$ cat config.mk
export PLATFORM = sky130hd
export DESIGN_NAME = sensor_dram_top
export DESIGN_NICKNAME = d
export VERILOG_FILES = /design/src/sensor_dram_pkg.sv /design/src/sample_if.sv /design/src/dram_req_if.sv /design/src/sensor_capture.sv /design/src/dram_addr_gen.sv /design/src/dram_write_ctrl.sv /design/src/sensor_dram_top.sv
export SDC_FILE = /design/constraint.sdc
export NUM_CORES = 1
export LEC_CHECK = 0
export ABC_AREA = 1
export BUFFER_PORTS_ARGS = -buffer_cell sky130_fd_sc_hd__buf_2
export CORE_AREA = 5 5 186 188
export DETAILED_ROUTE_END_ITERATION = 16
export DIE_AREA = 0 0 191 193
export GPL_ROUTABILITY_DRIVEN = 0
export HOLD_SLACK_MARGIN = 0.15
export SLEW_MARGIN = 20
export SYNTH_ARGS = -nofsm -noshare
export SYNTH_HDL_FRONTEND = slang
export SYNTH_SLANG_ARGS = --single-unit
$ cat constraint.sdc
create_clock -name clk -period 2.35 [get_ports clk]
set_input_delay 0.47 -clock clk [delete_from_list [all_inputs] [get_ports clk]]
set_output_delay 0.47 -clock clk [all_outputs]
set_load 0.01 [all_outputs]
$ cat src/sensor_dram_pkg.sv
package sensor_dram_pkg;

    // Word and address sizes.
    localparam int DATA_BITS  = 32;
    localparam int ROW_BITS   = 11;
    localparam int COL_BITS   = 10;
    localparam int ADDR_BITS  = ROW_BITS + COL_BITS;
    localparam int WEB_BITS   = 4;

    // Transfer block and capture buffer.
    localparam int BLOCK_WORDS   = 16;
    localparam int INDEX_BITS    = $clog2(BLOCK_WORDS);
    localparam int FIFO_DEPTH    = 4;
    localparam int FIFO_PTR_BITS = $clog2(FIFO_DEPTH);
    localparam int FIFO_CNT_BITS = $clog2(FIFO_DEPTH + 1);

    // DRAM timing, counted in NOP cycles.
    localparam int T_RCD     = 2;
    localparam int T_RP      = 2;
    localparam int WAIT_BITS = 2;

    typedef enum logic [1:0] {
        CMD_NOP,
        CMD_ACT,
        CMD_WRITE,
        CMD_PRE
    } dram_cmd_e;

    typedef enum logic [2:0] {
        WR_IDLE,
        WR_ACTIVATE,
        WR_RCD_WAIT,
        WR_WRITE,
        WR_PRECHARGE,
        WR_RP_WAIT,
        WR_DONE
    } wr_state_e;

    typedef enum logic [1:0] {
        CAP_IDLE,
        CAP_RUN,
        CAP_DRAIN
    } cap_state_e;

endpackage

$ cat src/sample_if.sv
`timescale 1ns/1ps

// Captured sensor words, tagged with their place in the block.
interface sample_if
    import sensor_dram_pkg::*;
();
    logic                  valid;
    logic [DATA_BITS-1:0]  data;
    logic [INDEX_BITS-1:0] index;
    logic                  last;
    logic                  hold;

    modport src (output valid, data, index, last, input hold);
    modport dst (input valid, data, index, last, output hold);

endinterface

$ cat src/dram_req_if.sv
`timescale 1ns/1ps

// Write requests already split into DRAM row and column.
interface dram_req_if
    import sensor_dram_pkg::*;
();
    logic                 valid;
    logic [ROW_BITS-1:0]  row;
    logic [COL_BITS-1:0]  col;
    logic [DATA_BITS-1:0] data;
    logic                 last;
    logic                 hold;

    modport src (output valid, row, col, data, last, input hold);
    modport dst (input valid, row, col, data, last, output hold);

endinterface

$ cat src/sensor_capture.sv
`timescale 1ns/1ps

module sensor_capture
    import sensor_dram_pkg::*;
(
    input  logic                 clk,
    input  logic                 rst,
    input  logic                 start_i,
    input  logic                 sensor_ready_i,
    input  logic [DATA_BITS-1:0] sensor_out_i,
    output logic                 sensor_en_o,
    sample_if.src                out
);

    cap_state_e state;
    cap_state_e state_nxt;

    logic [DATA_BITS-1:0]     fifo_mem [FIFO_DEPTH];
    logic [FIFO_PTR_BITS-1:0] wr_ptr;
    logic [FIFO_PTR_BITS-1:0] rd_ptr;
    logic [FIFO_CNT_BITS-1:0] fifo_cnt;
    logic [INDEX_BITS-1:0]    in_cnt;
    logic [INDEX_BITS-1:0]    out_idx;
    logic                     take;
    logic                     pop;

    // Sensor is only enabled while there is room for another word.
    assign sensor_en_o = (state == CAP_RUN) && (fifo_cnt != FIFO_CNT_BITS'(FIFO_DEPTH));
    assign take        = sensor_en_o && sensor_ready_i;
    assign pop         = out.valid && !out.hold;

    assign out.valid = (fifo_cnt != '0);
    assign out.data  = fifo_mem[rd_ptr];
    assign out.index = out_idx;
    assign out.last  = (out_idx == INDEX_BITS'(BLOCK_WORDS - 1));

    always_comb begin
        state_nxt = state;
        case (state)
            CAP_IDLE: begin
                if (start_i) begin
                    state_nxt = CAP_RUN;
                end
            end
            CAP_RUN: begin
                if (take && in_cnt == INDEX_BITS'(BLOCK_WORDS - 1)) begin
                    state_nxt = CAP_DRAIN;
                end
            end
            CAP_DRAIN: begin
                if (pop && out.last) begin
                    state_nxt = CAP_IDLE;
                end
            end
            default: state_nxt = CAP_IDLE;
        endcase
    end

    always_ff @(posedge clk or posedge rst) begin
        if (rst) begin
            state    <= CAP_IDLE;
            wr_ptr   <= '0;
            rd_ptr   <= '0;
            fifo_cnt <= '0;
            in_cnt   <= '0;
            out_idx  <= '0;
        end else begin
            state <= state_nxt;
            if (take) begin
                wr_ptr <= wr_ptr + 1'b1;
                in_cnt <= in_cnt + 1'b1;
            end
            if (pop) begin
                rd_ptr  <= rd_ptr + 1'b1;
                out_idx <= out_idx + 1'b1;
            end
            fifo_cnt <= fifo_cnt + FIFO_CNT_BITS'(take) - FIFO_CNT_BITS'(pop);
        end
    end

    always_ff @(posedge clk) begin
        if (take) begin
            fifo_mem[wr_ptr] <= sensor_out_i;
        end
    end

    // The pointers on their own must also show room for the word being taken.
    a_no_take_when_full: assert property (
        @(posedge clk) disable iff (rst)
        take |-> (wr_ptr != rd_ptr) || (fifo_cnt == '0)
    );

    // A held word must still be there, unchanged, one cycle later.
    a_hold_steady: assert property (
        @(posedge clk) disable iff (rst)
        out.valid && out.hold |=> out.valid && $stable(out.data) && $stable(out.index)
    );

endmodule

$ cat src/dram_addr_gen.sv
`timescale 1ns/1ps

module dram_addr_gen
    import sensor_dram_pkg::*;
(
    input  logic                 clk,
    input  logic                 rst,
    input  logic                 start_i,
    input  logic [ADDR_BITS-1:0] base_addr_i,
    sample_if.dst                in,
    dram_req_if.src              out
);

    logic [ADDR_BITS-1:0] base_q;
    logic [ADDR_BITS-1:0] addr_sum;
    logic                 busy_q;
    logic                 accept;

    // Output register blocked means the input must wait too.
    assign in.hold  = out.valid && out.hold;
    assign accept   = in.valid && !in.hold;
    // Sum wraps at the top of the address space.
    assign addr_sum = base_q + ADDR_BITS'(in.index);

    always_ff @(posedge clk or posedge rst) begin
        if (rst) begin
            busy_q    <= 1'b0;
            out.valid <= 1'b0;
        end else begin
            if (start_i && !busy_q) begin
                busy_q <= 1'b1;
            end else if (accept && in.last) begin
                busy_q <= 1'b0;
            end
            if (accept) begin
                out.valid <= 1'b1;
            end else if (!out.hold) begin
                out.valid <= 1'b0;
            end
        end
    end

    always_ff @(posedge clk) begin
        if (start_i && !busy_q) begin
            base_q <= base_addr_i;
        end
        if (accept) begin
            {out.row, out.col} <= addr_sum;
            out.data           <= in.data;
            out.last           <= in.last;
        end
    end

    // Every sample belongs to a block whose base has been latched.
    a_sample_inside_block: assert property (
        @(posedge clk) disable iff (rst)
        accept |-> busy_q
    );

endmodule

$ cat src/dram_write_ctrl.sv
`timescale 1ns/1ps

module dram_write_ctrl
    import sensor_dram_pkg::*;
(
    input  logic                 clk,
    input  logic                 rst,
    dram_req_if.dst              in,
    output logic                 dram_csn_o,
    output logic                 dram_rasn_o,
    output logic                 dram_casn_o,
    output logic [WEB_BITS-1:0]  dram_wen_o,
    output logic [ROW_BITS-1:0]  dram_a_o,
    output logic [DATA_BITS-1:0] dram_d_o,
    output logic                 done_o
);

    wr_state_e state;
    wr_state_e state_nxt;
    dram_cmd_e cmd;

    logic                 row_open;
    logic [ROW_BITS-1:0]  open_row;
    logic [WAIT_BITS-1:0] wait_cnt;
    logic [COL_BITS-1:0]  col_q;
    logic [DATA_BITS-1:0] data_q;
    logic                 last_q;
    logic                 take;
    logic                 row_hit;
    logic                 rcd_done;
    logic                 rp_done;

    assign row_hit  = row_open && (in.row == open_row);
    assign rcd_done = (wait_cnt == WAIT_BITS'(T_RCD - 1));
    assign rp_done  = (wait_cnt == WAIT_BITS'(T_RP - 1));
    assign in.hold  = !take;
    assign done_o   = (state == WR_DONE);

    always_comb begin
        take      = 1'b0;
        state_nxt = state;
        case (state)
            WR_IDLE, WR_WRITE: begin
                if (state == WR_WRITE && last_q) begin
                    state_nxt = WR_PRECHARGE;
                end else if (!in.valid) begin
                    state_nxt = WR_IDLE;
                end else if (row_hit) begin
                    take      = 1'b1;
                    state_nxt = WR_WRITE;
                end else if (row_open) begin
                    state_nxt = WR_PRECHARGE;
                end else begin
                    state_nxt = WR_ACTIVATE;
                end
            end
            WR_ACTIVATE:  state_nxt = WR_RCD_WAIT;
            WR_RCD_WAIT: begin
                // Take the request in the last NOP so WRITE follows directly.
                if (rcd_done && in.valid) begin
                    take      = 1'b1;
                    state_nxt = WR_WRITE;
                end
            end
            WR_PRECHARGE: state_nxt = WR_RP_WAIT;
            WR_RP_WAIT: begin
                if (rp_done) begin
                    state_nxt = last_q ? WR_DONE : WR_ACTIVATE;
                end
            end
            WR_DONE:      state_nxt = WR_IDLE;
            default:      state_nxt = WR_IDLE;
        endcase
    end

    always_ff @(posedge clk or posedge rst) begin
        if (rst) begin
            state    <= WR_IDLE;
            row_open <= 1'b0;
            wait_cnt <= '0;
            last_q   <= 1'b0;
        end else begin
            state <= state_nxt;
            if (state == WR_ACTIVATE) begin
                row_open <= 1'b1;
            end else if (state == WR_PRECHARGE) begin
                row_open <= 1'b0;
            end
            if ((state == WR_RCD_WAIT || state == WR_RP_WAIT) && state_nxt == state) begin
                wait_cnt <= wait_cnt + 1'b1;
            end else begin
                wait_cnt <= '0;
            end
            if (take) begin
                last_q <= in.last;
            end else if (state == WR_DONE) begin
                last_q <= 1'b0;
            end
        end
    end

    always_ff @(posedge clk) begin
        if (state == WR_ACTIVATE) begin
            open_row <= in.row;
        end
        if (take) begin
            col_q  <= in.col;
            data_q <= in.data;
        end
    end

    always_comb begin
        case (state)
            WR_ACTIVATE:  cmd = CMD_ACT;
            WR_WRITE:     cmd = CMD_WRITE;
            WR_PRECHARGE: cmd = CMD_PRE;
            default:      cmd = CMD_NOP;
        endcase
    end

    // Pins idle high for NOP.
    always_comb begin
        dram_csn_o  = 1'b1;
        dram_rasn_o = 1'b1;
        dram_casn_o = 1'b1;
        dram_wen_o  = '1;
        dram_a_o    = '0;
        dram_d_o    = '0;
        case (cmd)
            CMD_ACT: begin
                dram_csn_o  = 1'b0;
                dram_rasn_o = 1'b0;
                dram_a_o    = in.row;
            end
            CMD_WRITE: begin
                dram_csn_o  = 1'b0;
                dram_casn_o = 1'b0;
                dram_wen_o  = '0;
                dram_a_o    = ROW_BITS'(col_q);
                dram_d_o    = data_q;
            end
            CMD_PRE: begin
                dram_csn_o  = 1'b0;
                dram_rasn_o = 1'b0;
                dram_wen_o  = '0;
            end
            default: begin
                dram_csn_o = 1'b1;
            end
        endcase
    end

    a_write_needs_open_row: assert property (
        @(posedge clk) disable iff (rst)
        cmd == CMD_WRITE |-> row_open
    );

    a_act_needs_closed_row: assert property (
        @(posedge clk) disable iff (rst)
        cmd == CMD_ACT |-> !row_open
    );

endmodule

$ cat src/sensor_dram_top.sv
`timescale 1ns/1ps

module sensor_dram_top
    import sensor_dram_pkg::*;
(
    input  logic                 clk,
    input  logic                 rst,
    input  logic                 start_i,
    input  logic [ADDR_BITS-1:0] base_addr_i,
    input  logic                 sensor_ready_i,
    input  logic [DATA_BITS-1:0] sensor_out_i,
    output logic                 sensor_en_o,
    output logic                 dram_csn_o,
    output logic                 dram_rasn_o,
    output logic                 dram_casn_o,
    output logic [WEB_BITS-1:0]  dram_wen_o,
    output logic [ROW_BITS-1:0]  dram_a_o,
    output logic [DATA_BITS-1:0] dram_d_o,
    output logic                 done_o
);

    sample_if   smp_if ();
    dram_req_if req_if ();

    sensor_capture capture0 (
        .clk            (clk           ),
        .rst            (rst           ),
        .start_i        (start_i       ),
        .sensor_ready_i (sensor_ready_i),
        .sensor_out_i   (sensor_out_i  ),
        .sensor_en_o    (sensor_en_o   ),
        .out            (smp_if.src    )
    );

    dram_addr_gen addr_gen0 (
        .clk         (clk        ),
        .rst         (rst        ),
        .start_i     (start_i    ),
        .base_addr_i (base_addr_i),
        .in          (smp_if.dst ),
        .out         (req_if.src )
    );

    dram_write_ctrl write_ctrl0 (
        .clk         (clk        ),
        .rst         (rst        ),
        .in          (req_if.dst ),
        .dram_csn_o  (dram_csn_o ),
        .dram_rasn_o (dram_rasn_o),
        .dram_casn_o (dram_casn_o),
        .dram_wen_o  (dram_wen_o ),
        .dram_a_o    (dram_a_o   ),
        .dram_d_o    (dram_d_o   ),
        .done_o      (done_o     )
    );

endmodule

==> out/metrics.cfg <==
[global_route]
grt_pass1_vias=7334
grt_max_degree=67
gr-usage-all-layers_pct=13.6
grt_overflow=0
antenna_found_initial=1
grt_first_pass_wirelength_mm=39.7

[floorplanning]
die-area_um2=36900
start_util_pct=34.1
ios=109
die_y_um=193
die_w_um=191
coreArea_um2=32900
num_rows=67

[layout]
final_util_pct=45.1
fill_cells=2970
final_layout_size_suffix_gt1_share_pct=28.0
nNetsFinal=1152
instances_no_fill=1550
area.growth.synth_to_final_pct=32.4
layout_common_cells=256 x edfxtp_1, 106 x nand2_1, 89 x nor2_1
layout_commonest_cell=edfxtp_1

[yosys]
synth_top_area_share_pct=68.5
postSynthAreaPerCell_um2=13.1
synth_cell_types=38
synth_cells=857
synth_nets=932
ys_ff_latch=282
synthTopCellsByArea=edfxtp_1 69%, dfrtp_1 5.8%, nand2_1 4.4%, nor2_1 3.3%, o21ai_0 3.1%
yosysSeqAreaShare_pct=74.3
ys_warn_count=0
syn_area_um2=11200
synth_top_area_cell=edfxtp_1

[timing]
min_period_over_period_pct=113
hold_ws_ns=0.219
finClkSkew_ns=0.0223
fin_crit_ns=2.65
tightest_slew_ns=0.705
setup_viol=47
relSlewSlack_pct=53.0
rsz0062_at_grt=yes
hold_viol=0
drv_slew=0
fmax_mhz=377
layout_setup_ws_ns=-0.299

[clock_tree]
clkTransAtPathRegs_ns=0.06
clk_latency_ns=0.56
cts_tree=yes
cts_buffer_depth=3
root_buffer=clkbuf_16
cts_buffers=30
clock-sinks=282
cts-htree-levels=1

[power]
total_power_mw=17.4
p_per_area_nw_per_um2=1170
vdd_ir_drop_max_uv=836
p_leak_nw=5.84

[routing]
drt-total-wl_mm=25.0
routed_via_density=4.55
dr.max_layer_used=met4
ant_nets=0
met1_length_mm=10.4
routedWlPerCell_um=16.2
drt-pass1-iter-count=4
routed-wl-met3_mm=1.32
drt_iter0_markers=437
vias=7047
route.met2.wl_mm=12.7
drc_errors=0

[placed_design]
io_buffers=108
dp_hpwl_mm=14.8
dpl.cell_count=1408
pre_cts_ws_ns=-0.0252

[critical_path]
cp-end-kind=output pin
critPathKind=reg -> out
max_stage_delay_ns=0.43
cp_common_cell=inv_2
worstPathRequired_ns=1.88
crit_chain=inv_4 > nand3_2 > inv_2 > nor2_4 > inv_2 > ha_4 > buf_12 > buf_8 > nand2_1 > inv_1 > buf_2
slowest_stage=dfrtp_2
cp.arrival_ns=2.18
crit_fanout=11
critPathTopFamily=buffers and inverters
setup.worst_path.start_class=flip-flop
cp_num_buf_inv=7

[outcome]
violations=setup timing
outcome=finished with violations

[worst_hold_path]
min_path_type=in -> reg

[job]
cap_violations=0

-- timing repair --
action | 4_1_cts | 5_1_grt
buffers inserted | 23 | 6
cloned | 2 | 1
hold buffers | 54 | 0
setup endpoints to repair | 46 | 70
endpoints found under the hold margin | 175 | 0
gates resized for setup | 59 | 79
pin swaps | 7 | 26
-- power breakdown --
| group | leakage (nW) | switching (mW) | internal, mW | total [mW] |
|---|---|---|---|---|
| combinational | 2.76 | 3.49 | 2.45 | 5.94 |
| clock | 0.448 | 1.87 | 2.56 | 4.43 |
| sequential | 2.64 | 0.368 | 6.64 | 7.01 |
-- synth_stat cells --
cell,number
a21oi_4,1
a21oi_1,11
nor2b_1,1
nand3_4,1
o2111ai_1,1
buf_1,1
nor2_2,2
xnor2_1,18
nor2_8,1
o21ai_0,69
nand2_2,7
nand2_4,2
edfxtp_1,256
o31ai_1,1
o211ai_1,1
nor4_1,1
nand3_2,5
inv_6,1
nor4_2,1
nor3_2,1
dfrtp_1,26
buf_2,1
clkbuf_1,26
a31oi_1,1
inv_2,2
o21bai_1,1
xor2_1,15
nand4_1,3
ha_1,16
nand2_1,132
buf_4,3
nor2_1,98
nand3_1,18
fa_1,2
o22ai_1,32
nor3_1,3
inv_1,91
o21ai_1,5
-- through the flow --
step / cell area (um2) / TNS [ns]
2_1_floorplan: 11300 / -40.44
3_3_place_gp: 12600 / 0
3_5_place_dp: 12600 / -0.0382
4_1_cts: 14500 / -12.59
5_1_grt: 14900 / -17.21
6_report: 14900 / -12.08
-- worst register-to-register path, stage by stage (launching register included) --
cell,delay [ns]
dfrtp_2,0.45
nor2_4,0.16
nand2_4,0.08
buf_4,0.13
buf_4,0.11
buf_4,0.12
buf_4,0.12
buf_4,0.12
buf_4,0.12
buf_4,0.13
buf_6,0.11
buf_6,0.10
buf_6,0.10
buf_6,0.10
buf_6,0.10
buf_6,0.10
buf_6,0.10
buf_6,0.10
buf_6,0.11
nand3_4,0.07
-- routing by layer --
metal | track usage, % | vias to the layer above
met5 | 0 | -
met2 | 24.6 | 171
met1 | 16.8 | 3420
met3 | 2.43 | 49
li1 | - | 3407
met4 | 3.65 | 0
-- sequential cells by signal, indices dropped and copies added, names as in the netlist, 2 cells and up --
name,count
write_ctrl0.open_row,11
addr_gen0.out.row,11
capture0.fifo_cnt,3
capture0.fifo_mem,128
addr_gen0.out.col,10
write_ctrl0.state,3
addr_gen0.base_q,21
capture0.in_cnt,4
capture0.rd_ptr,2
capture0.state,2
capture0.out.index,4
capture0.wr_ptr,2
write_ctrl0.wait_cnt,2
addr_gen0.out.data,32
write_ctrl0.col_q,10
write_ctrl0.data_q,32
-- cell families (layout without fill, tap and decap cells) --
logic type      Yosys count  in the layout  synth area share, %
simple gates            276            276                 10.6
xor+xnor                 33             33                 2.58
buf+inv                 125            369                 4.34
compound gates          123            123                 6.05
flops                   282            282                 74.3
other cells               0              1                    0
fa+ha+maj                18             18                 2.14
-- layout make-up --
type / count / area (um2) / share of cell area (%)
Antenna cell: 1 / 2.50 / 0.0168
Clock buffer: 43 / 830 / 5.58
Clock inverter: 13 / 108 / 0.724
Inverter: 94 / 384 / 2.59
Multi-Input combinational cell: 450 / 2750 / 18.5
Sequential cell: 282 / 8340 / 56.1
Tap cell: 448 / 561 / 3.77
Timing Repair Buffer: 219 / 1880 / 12.7
-- path summary, 6_finish.rpt --
check	slack, ns	depth (start not counted)	from	end
hold reg to reg	0.42	0	addr_gen0.out.col[3]$_DFFE_PP_	write_ctrl0.col_q[3]$_DFFE_PP_
max in group asynchronous	1.52	4	rst	capture0.rd_ptr[0]$_DFFE_PP0P_
hold / removal	0.22	3	start_i	capture0.state[0]$_DFFE_PP0P_
setup reg to reg	-0.25	19	write_ctrl0.state[1]$_DFF_PP0_	write_ctrl0.state[2]$_DFF_PP0_
min in group asynchronous	0.55	4	rst	write_ctrl0.state[2]$_DFF_PP0_
setup / recovery	-0.30	11	write_ctrl0.state[2]$_DFF_PP0_	dram_d_o[22]
Note: power is estimated with default switching activity, not from simulation.
